[src/verilog/mipsPkg.sv]
package mipsPkg;

	localparam int WORD_WIDTH = 32;
	localparam int REG_ADDR_WIDTH = 5;
	localparam int OPCODE_WIDTH = 6;
	localparam int FUNCT_WIDTH = 6;
	localparam int REG_COUNT = 32;

	// Slots between decode and write-back (ex, mem, wb)
	localparam int WB_DEPTH = 3;

	typedef logic [WORD_WIDTH-1:0] word_t;
	typedef logic [REG_ADDR_WIDTH-1:0] regAddr_t;
	typedef logic [OPCODE_WIDTH-1:0] opcode_t;
	typedef logic [FUNCT_WIDTH-1:0] funct_t;

	// Primary opcodes
	localparam opcode_t OP_RTYPE = 6'h00;
	localparam opcode_t OP_JAL = 6'h03;
	localparam opcode_t OP_BEQ = 6'h04;
	localparam opcode_t OP_ADDI = 6'h08;
	localparam opcode_t OP_ORI = 6'h0d;
	localparam opcode_t OP_LW = 6'h23;
	localparam opcode_t OP_SW = 6'h2b;

	localparam funct_t FUNCT_JR = 6'h08;

	// Return address register for jal
	localparam regAddr_t LINK_REG = 5'd31;

	typedef enum logic [1:0] {
		RD = 2'd0,
		RT = 2'd1,
		LINK = 2'd2
	} writeAddrSource_e;

	typedef enum logic [1:0] {
		ALU = 2'd0,
		MEM = 2'd1,
		PC = 2'd2
	} writeDataSource_e;

	typedef struct packed {
		logic writeEnable;
		writeAddrSource_e writeAddrSource;
		writeDataSource_e writeDataSource;
	} regControl_t;

	// What the register stage hands down the pipe and gets back at write-back
	typedef struct packed {
		regAddr_t read1Addr;
		regAddr_t read2Addr;
		regAddr_t writeAddr;
		writeDataSource_e writeData;
		logic writeEn;
	} regPorts_t;

endpackage

[src/verilog/regControl.sv]
module regControl
	( input mipsPkg::opcode_t opcode
	, input mipsPkg::funct_t funct
	, output mipsPkg::regControl_t regCtrl
	);

	always_comb begin
		// Nothing written unless the opcode says so
		regCtrl.writeEnable = 1'b0;
		regCtrl.writeAddrSource = mipsPkg::RD;
		regCtrl.writeDataSource = mipsPkg::ALU;

		case (opcode)
			mipsPkg::OP_RTYPE: begin
				// jr only reads rs
				if (funct != mipsPkg::FUNCT_JR) begin
					regCtrl.writeEnable = 1'b1;
				end
			end
			mipsPkg::OP_ADDI,
			mipsPkg::OP_ORI: begin
				regCtrl.writeEnable = 1'b1;
				regCtrl.writeAddrSource = mipsPkg::RT;
			end
			mipsPkg::OP_LW: begin
				regCtrl.writeEnable = 1'b1;
				regCtrl.writeAddrSource = mipsPkg::RT;
				regCtrl.writeDataSource = mipsPkg::MEM;
			end
			mipsPkg::OP_JAL: begin
				regCtrl.writeEnable = 1'b1;
				regCtrl.writeAddrSource = mipsPkg::LINK;
				regCtrl.writeDataSource = mipsPkg::PC;
			end
			default: begin
				regCtrl.writeEnable = 1'b0;
			end
		endcase
	end

endmodule

[src/verilog/registerFile.sv]
module registerFile #
	( parameter bit PASSTHROUGH = 1'b0
	)
	( input logic clk
	, input logic arstN
	, input mipsPkg::regAddr_t rd1Addr
	, input mipsPkg::regAddr_t rd2Addr
	, input mipsPkg::regAddr_t wrAddr
	, input logic wrEnable
	, input mipsPkg::word_t wrData
	, output mipsPkg::word_t rd1Data
	, output mipsPkg::word_t rd2Data
	);

	mipsPkg::word_t regs [mipsPkg::REG_COUNT];
	logic doWrite;

	// Register zero is never stored
	assign doWrite = wrEnable && (wrAddr != '0);

	always_ff @(posedge clk or negedge arstN) begin
		if (!arstN) begin
			for (int i = 0; i < mipsPkg::REG_COUNT; i++) begin
				regs[i] <= '0;
			end
		end else if (doWrite) begin
			regs[wrAddr] <= wrData;
		end
	end

	function automatic mipsPkg::word_t readPort(input mipsPkg::regAddr_t addr);
		mipsPkg::word_t value;
		if (addr == '0) begin
			value = '0;
		end else if (PASSTHROUGH && doWrite && (addr == wrAddr)) begin
			// Same-cycle bypass of the write-back value
			value = wrData;
		end else begin
			value = regs[addr];
		end
		return value;
	endfunction

	assign rd1Data = readPort(rd1Addr);
	assign rd2Data = readPort(rd2Addr);

	// Written value lands in the addressed entry by the next edge
	property writeLands;
		@(posedge clk) disable iff (!arstN)
			doWrite |=> (regs[$past(wrAddr)] == $past(wrData));
	endproperty

	assert property (writeLands)
	else $error("registerFile: write did not land");

endmodule

[src/verilog/regDatapath.sv]
module regDatapath
	( input mipsPkg::word_t instruction
	, input mipsPkg::regControl_t regCtrl
	, input mipsPkg::regPorts_t portsIn
	, input mipsPkg::word_t wbPcAddr
	, input mipsPkg::word_t memOut
	, input mipsPkg::word_t aluResult
	, input mipsPkg::word_t rd1Data
	, input mipsPkg::word_t rd2Data
	, output mipsPkg::regPorts_t portsOut
	, output mipsPkg::regAddr_t rd1Addr
	, output mipsPkg::regAddr_t rd2Addr
	, output mipsPkg::regAddr_t wrAddr
	, output logic wrEnable
	, output mipsPkg::word_t writeData
	, output mipsPkg::word_t port1
	, output mipsPkg::word_t port2
	, output logic portEq
	);

	mipsPkg::regAddr_t rsField;
	mipsPkg::regAddr_t rtField;
	mipsPkg::regAddr_t rdField;
	mipsPkg::regAddr_t destAddr;

	// Register fields of the decoding instruction
	assign rsField = instruction[25:21];
	assign rtField = instruction[20:16];
	assign rdField = instruction[15:11];

	assign rd1Addr = rsField;
	assign rd2Addr = rtField;

	always_comb begin
		case (regCtrl.writeAddrSource)
			mipsPkg::RT: destAddr = rtField;
			mipsPkg::LINK: destAddr = mipsPkg::LINK_REG;
			default: destAddr = rdField;
		endcase
	end

	always_comb begin
		portsOut.read1Addr = rsField;
		portsOut.read2Addr = rtField;
		portsOut.writeAddr = destAddr;
		portsOut.writeData = regCtrl.writeDataSource;
		portsOut.writeEn = regCtrl.writeEnable;
	end

	// Write-back side, driven by the instruction in the last slot
	assign wrAddr = portsIn.writeAddr;
	assign wrEnable = portsIn.writeEn;

	always_comb begin
		case (portsIn.writeData)
			mipsPkg::MEM: writeData = memOut;
			mipsPkg::PC: writeData = wbPcAddr;
			default: writeData = aluResult;
		endcase
	end

	assign port1 = rd1Data;
	assign port2 = rd2Data;

	// Branch equality for beq
	assign portEq = (rd1Data == rd2Data);

endmodule

[src/verilog/writebackPipe.sv]
module writebackPipe
	( input logic clk
	, input logic arstN
	, input mipsPkg::regPorts_t portsOut
	, output mipsPkg::regPorts_t portsIn
	);

	localparam int FILL_WIDTH = $clog2(mipsPkg::WB_DEPTH + 1);

	mipsPkg::regPorts_t slots [mipsPkg::WB_DEPTH];
	logic [FILL_WIDTH-1:0] fillCount;

	// slots[0] is execute, the last one is write-back
	always_ff @(posedge clk or negedge arstN) begin
		if (!arstN) begin
			for (int i = 0; i < mipsPkg::WB_DEPTH; i++) begin
				slots[i] <= '0;
			end
		end else begin
			slots[0] <= portsOut;
			for (int i = 1; i < mipsPkg::WB_DEPTH; i++) begin
				slots[i] <= slots[i-1];
			end
		end
	end

	assign portsIn = slots[mipsPkg::WB_DEPTH-1];

	// Counts edges since reset until the pipe holds only real instructions
	always_ff @(posedge clk or negedge arstN) begin
		if (!arstN) begin
			fillCount <= '0;
		end else if (fillCount != FILL_WIDTH'(mipsPkg::WB_DEPTH)) begin
			fillCount <= fillCount + 1'b1;
		end
	end

	assert property (@(posedge clk) disable iff (!arstN)
		(fillCount == FILL_WIDTH'(mipsPkg::WB_DEPTH))
			|-> (portsIn.writeEn == $past(portsOut.writeEn, mipsPkg::WB_DEPTH)))
	else $error("writebackPipe: write enable lost in the pipe");

endmodule

[src/verilog/regStage.sv]
module regStage #
	( parameter bit PASSTHROUGH = 1'b0
	)
	( input logic clk
	, input logic arstN
	, input mipsPkg::word_t instruction
	, input mipsPkg::word_t wbPcAddr
	, input mipsPkg::word_t memOut
	, input mipsPkg::word_t aluResult
	, output mipsPkg::word_t port1
	, output mipsPkg::word_t port2
	, output logic portEq
	, output mipsPkg::word_t writeData
	, output logic wbWriteEn
	, output mipsPkg::regAddr_t wbWriteAddr
	);

	mipsPkg::regControl_t regCtrl;
	mipsPkg::regPorts_t portsOut;
	mipsPkg::regPorts_t portsIn;
	mipsPkg::regAddr_t rd1Addr;
	mipsPkg::regAddr_t rd2Addr;
	mipsPkg::word_t rd1Data;
	mipsPkg::word_t rd2Data;

	regControl i_control
		( .opcode (instruction[31:26])
		, .funct (instruction[5:0])
		, .regCtrl (regCtrl)
		);

	regDatapath i_datapath
		( .instruction (instruction)
		, .regCtrl (regCtrl)
		, .portsIn (portsIn)
		, .wbPcAddr (wbPcAddr)
		, .memOut (memOut)
		, .aluResult (aluResult)
		, .rd1Data (rd1Data)
		, .rd2Data (rd2Data)
		, .portsOut (portsOut)
		, .rd1Addr (rd1Addr)
		, .rd2Addr (rd2Addr)
		, .wrAddr (wbWriteAddr)
		, .wrEnable (wbWriteEn)
		, .writeData (writeData)
		, .port1 (port1)
		, .port2 (port2)
		, .portEq (portEq)
		);

	registerFile #
		( .PASSTHROUGH (PASSTHROUGH)
		) i_regFile
		( .clk (clk)
		, .arstN (arstN)
		, .rd1Addr (rd1Addr)
		, .rd2Addr (rd2Addr)
		, .wrAddr (wbWriteAddr)
		, .wrEnable (wbWriteEn)
		, .wrData (writeData)
		, .rd1Data (rd1Data)
		, .rd2Data (rd2Data)
		);

	writebackPipe i_wbPipe
		( .clk (clk)
		, .arstN (arstN)
		, .portsOut (portsOut)
		, .portsIn (portsIn)
		);

endmodule

[config.mk]
export PLATFORM = sky130hd
export DESIGN_NAME = regStage
export DESIGN_NICKNAME = d
export VERILOG_FILES = /design/src/verilog/mipsPkg.sv /design/src/verilog/regControl.sv /design/src/verilog/registerFile.sv /design/src/verilog/regDatapath.sv /design/src/verilog/writebackPipe.sv /design/src/verilog/regStage.sv
export SDC_FILE = /design/constraint.sdc
export NUM_CORES = 2
export LEC_CHECK = 0
export CORE_MARGIN = 2
export CORE_UTILIZATION = 40
export CTS_CLUSTER_SIZE = 14
export DETAILED_ROUTE_END_ITERATION = 6
export DONT_BUFFER_PORTS = 1
export SKIP_CTS_REPAIR_TIMING = 1
export SYNTH_ARGS = -nofsm -noshare
export SYNTH_HDL_FRONTEND = slang
export SYNTH_HIERARCHICAL = 1
export SYNTH_SLANG_ARGS = --single-unit
[constraint.sdc]
create_clock -name clk -period 10.08 [get_ports clk]
set_clock_uncertainty 0.1 [all_clocks]
set_input_delay 1.512 -clock clk [delete_from_list [all_inputs] [get_ports clk]]
set_output_delay 1.512 -clock clk [all_outputs]
set_load 0.005 [all_outputs]
# Word-level counts from Yosys, hierarchy flattened
# Cells that the tools add are included.
# W data, S select, Z words.
[classes]
mux = 17
n_mul = 0
shift = 0
magnitude_cmp = 4
n_bitwise = 3
n_div = 0
add_sub_neg = 0
eq_ne = 10
n_reduce_logical = 8
[ops]
columns = ["operator", "count"]
rows = [
  ["$bwmux W1024", 1],
  ["$bmux W32 S5", 2],
  ["$mux W32", 7],
  ["$demux W32 S5", 1],
  ["$pmux W32 S2", 1],
  ["$eq A32 B32 Y1", 1],
  ["$ge A6 B6 Y1 const B", 3],
  ["$not A5 Y6", 3],
  ["$eq A6 B4 Y1 const B", 2],
  ["$logic_not A5 Y1", 2],
  ["$pmux W5 S2", 1],
  ["$pmux W2 S2", 2],
  ["$eq A6 B2 Y1 const B", 1],
  ["$eq A6 B6 Y1 const B", 1],
  ["$logic_not A6 Y1", 1],
  ["$lt A6 B1 Y1 const B", 1],
  ["$ne A6 B4 Y1 const B", 1],
  ["$reduce_bool A5 Y1", 1],
  ["$eq A2 B1 Y1 const B", 2],
  ["$eq A2 B2 Y1 const B", 2],
  ["$reduce_or A4 Y1", 1],
  ["$reduce_or A3 Y1", 1],
  ["$logic_and A1 B1 Y1", 2],
  ["$pmux W1 S2", 1],
  ["$mux W1", 1],
]
[word_totals]
n_memories = 0
inputBits = 130
ram_bits = 0
rom_bits = 0
ff_bits = 1048
latchBits = 0
wordCells = 83

# Depth between registers and ports, before layout
[depth]
word_depth = 6
ltp_mapped = 12
mapped_depth_nobuf = 8

# Hierarchy
# Netlist, hierarchy kept.
[by_module_without_submodules]
columns = ["module", "n_inst", "area_per_inst_um2", "cells_per_inst", "seq_area_each_um2"]
rows = [
  ["registerFile", 1, 54357.1, 3621, 25624.6],
  ["regDatapath", 1, 1761.7, 269, 0.0],
  ["writebackPipe", 1, 1486.4, 72, 1351.3],
  ["regControl", 1, 106.4, 15, 0.0],
]

# Least setup slack after synthesis
# No wires, ideal clock.
[synth_path]
path_type = "input-to-output"
from = "in instruction[17]"
to = "out portEq"
path_buffers = 3
required_ns = 8.468
arrival_ns = 3.726
path_slack_ns = 4.742
path_stages = 11
cell_sequence = "buf_4 > buf_2 > buf_2 > mux4_2 > mux2_2 > o21ai_0 > a311oi_1 > xor2_1 > nor4_1 > nand4_1 > nor2_1"
[synth_between]
elab_chain_cells = 6
[synth_lines]
columns = ["item", "line", "rtl"]
rows = [
  ["start, declared", "regStage.sv:6", ", input mipsPkg::word_t instruction"],
  ["$not A5 Y6 (implied by the code)", "registerFile.sv:39", "value = regs[addr];"],
  ["$bmux W32 S5", "registerFile.sv:39", ""],
  ["$mux W32 (implied by the code) (2 in a row)", "registerFile.sv:39", ""],
  ["$mux W32 *", "registerFile.sv:33", "if (addr == '0) begin"],
  ["net rd2Data[27]", "regStage.sv:24", "mipsPkg::word_t rd2Data;"],
  ["$eq A32 B32 Y1 *", "regDatapath.sv:66", "assign portEq = (rd1Data == rd2Data);"],
  ["end, declared", "regStage.sv:12", ", output logic portEq"],
]
# The timed path passes the listed nets; every way through them passes the cells marked *. The select of a mux whose other input is x is not followed.

# Worst setup path after layout
[layout_path]
from = "in instruction[19]"
to = "out portEq"
[layout_between]
elab_chain_cells = 6
[layout_lines]
columns = ["item", "line", "rtl"]
rows = [
  ["$not A5 Y6 (implied by the code)", "registerFile.sv:39", ""],
  ["$bmux W32 S5", "registerFile.sv:39", ""],
  ["$mux W32 (implied by the code) (2 in a row)", "registerFile.sv:39", ""],
  ["$mux W32 *", "registerFile.sv:33", ""],
  ["net port2[8]", "regStage.sv:11", ", output mipsPkg::word_t port2"],
  ["$eq A32 B32 Y1 *", "regDatapath.sv:66", ""],
]
# Marks and branches as above.

==> flow_metrics.py <==
metrics = {
    "run_status": {
        "status": "finished, final reports clean",
    },
    "worst_hold_path": {
        "holdPathEnd": "i_wbPipe/portsIn[7]$_DFF_PN0_",
        "whs_path_depth": 0,
        "min_path_type": "reg2reg",
        "hold_start": "i_wbPipe/slots[25]$_DFF_PN0_",
    },
    "timing": {
        "setup_viol": 0,
        "slew_violations": 0,
        "finalHoldViolCount": 0,
        "fin_setup_tns_ns": 0,
        "period_share_pct": 74.4,
        "rsz0062_at_grt": "false",
        "min_period_ns": 7.50,
        "slew_headroom_pct": 1.39,
        "fmax_mhz": 133,
        "tightest_slew_ns": 1.48,
        "whs_ns": 0.247,
    },
    "grt": {
        "antenna_found_initial": 3,
        "grt_pass1_wl_um": 262000,
        "grt_max_degree": 1049,
        "first_global_vias": 36400,
        "grt_usage_pct": 24.7,
        "gr-total-overflow": 0,
    },
    "route": {
        "num_vias": 35300,
        "routed_wl_um": 180000,
        "dr.pass1.iters": 5,
        "wl_per_cell_um": 32.3,
        "drtIter0Drc": 3038,
        "drt-vias-per-instance": 6.33,
        "drc": 0,
        "final_antenna_net_count": 0,
    },
    "clocking": {
        "clockBufferDepth": 3,
        "cts_buffers": 110,
        "htreeDepth": 3,
        "clk_latency_ns": 0.72,
        "clkTransAtPathRegs_ns": 0.06,
        "tritoncts": "done",
        "cts.sinks": 1048,
        "root_buffer": "clkbuf_16",
    },
    "die": {
        "fp.dieH_um": 381,
        "row_count": 138,
        "initial_core_util_pct": 40.2,
        "boundaryPins": 233,
        "core_area_um2": 141000,
        "fp.dieW_um": 381,
        "dieArea_um2": 145000,
    },
    "worst_setup_path": {
        "r2r-start": "i_wbPipe/portsIn[0]$_DFF_PN0_",
        "path_cells": "or2_2 -> or4_2 -> buf_4 -> o21ai_0 -> a311oi_1 -> xor2_1 -> nor4_1 -> nand4_1 -> nor2_1",
        "r2r_setup_slack_ns": 6.45,
        "cp_num_buf_inv": 1,
        "cp.arrival_ns": 5.88,
        "critPathLaunchType": "input port",
        "path_max_fanout": 39,
        "path_class": "in2out",
        "crit_path_max_incr_delay_ns": 0.85,
        "cp_top_family": "simple AND/OR/NAND/NOR gates",
        "r2r-end": "i_regFile/regs[780]$_DFFE_PN0P_",
        "worstRegToRegCells": 5,
        "critPathRequiredTime_ns": 8.47,
        "cp-end-kind": "primary output",
        "crit_slowest_cell": "a311oi_1",
    },
    "placed_design": {
        "hpwl_um": 96100,
        "routabilityCongestion": 0.783,
        "io_buffers": 0,
    },
    "yosys": {
        "synth_area_per_cell_um2": 14.5,
        "netlist_instances": 3927,
        "netlist_area_um2": 56800,
        "syn_nets": 4061,
        "ys_warn_count": 6,
    },
    "final_layout": {
        "final_common_cell": "dfrtp_1",
        "nets": 3729,
        "final_cell_mix": "dfrtp_1, mux2_2, mux4_2, mux2i_1, clkbuf_16",
        "synthToLayoutAreaGrowth_pct": 7.92,
        "drive_gt1_share_pct": 50.1,
    },
    "job": {
        "maxCapViolCount": 0,
    },
    "power_and_ir_drop": {
        "power.total_mw": 9.99,
        "vdd_drop_max_uv": 156,
        "p_per_area_nw_per_um2": 163,
        "cellLeakagePower_nw": 27.6,
    },
}
## report_power, final
group,internal [mW],switching [mW]
logic,0.605,0.539
registers,4.50,0.204
clock network,2.40,1.75
total,7.50,2.49
## cell type report
| class | instances | area [µm²] |
|---|---|---|
| flip-flops and latches | 1048 | 26200 |
| well taps | 1890 | 2360 |
| repair buffers | 93 | 798 |
| inverters | 7 | 31.3 |
| multi-input cells | 2335 | 28200 |
| diodes | 1 | 2.50 |
| fillers | 12900 | 79900 |
| clock buffers | 170 | 3350 |
| clock inverters | 27 | 294 |
## worst reg2reg max path, stage by stage (launching register included)
cell and delay [ns]:
dfrtp_1 0.55, nand2b_1 0.17, nor3b_1 0.80, and3_2 0.89
buf_4 0.59, mux2_2 0.42
## registers in the layout, indices dropped and copies added (netlist names)
| name | flops |
|---|---|
| i_wbPipe/slots | 16 |
| i_wbPipe/portsIn | 8 |
| i_regFile/regs | 1024 |
## layer usage
metal,vias up,global-route usage (%),wire (µm)
met2,1363,39.9,85400
met4,0,9.60,7050
met1,19200,32.4,73800
met3,325,5.65,13800
met5,-,0,0
li1,14400,-,-
## worst max-delay path by stage
stage          depth (start not counted)  slack, ns  endpoint             from
3_3_place_gp                           9       2.64    portEq  instruction[19]
6_report                               9       2.58    portEq  instruction[19]
4_1_cts                                9       2.66    portEq  instruction[19]
5_1_grt                                9       2.42    portEq  instruction[19]
2_1_floorplan                         11       4.74    portEq  instruction[17]
3_5_place_dp                           9       2.68    portEq  instruction[19]
## per-stage QoR
step | utilization [%] | worst slack [ns] | area, µm² | cells
floorplan | - | 4.74 | 56800 | 3927
global placement | 40.7 | 2.64 | 57500 | 5368
detailed placement | 40.7 | 2.68 | 57500 | 5368
CTS | 43.3 | 2.66 | 61200 | 5565
global route | 43.4 | 2.42 | 61300 | 5570
finish | 43.4 | 2.58 | 61300 | 5571
No activity file was read; power rests on OpenSTA's default activity.
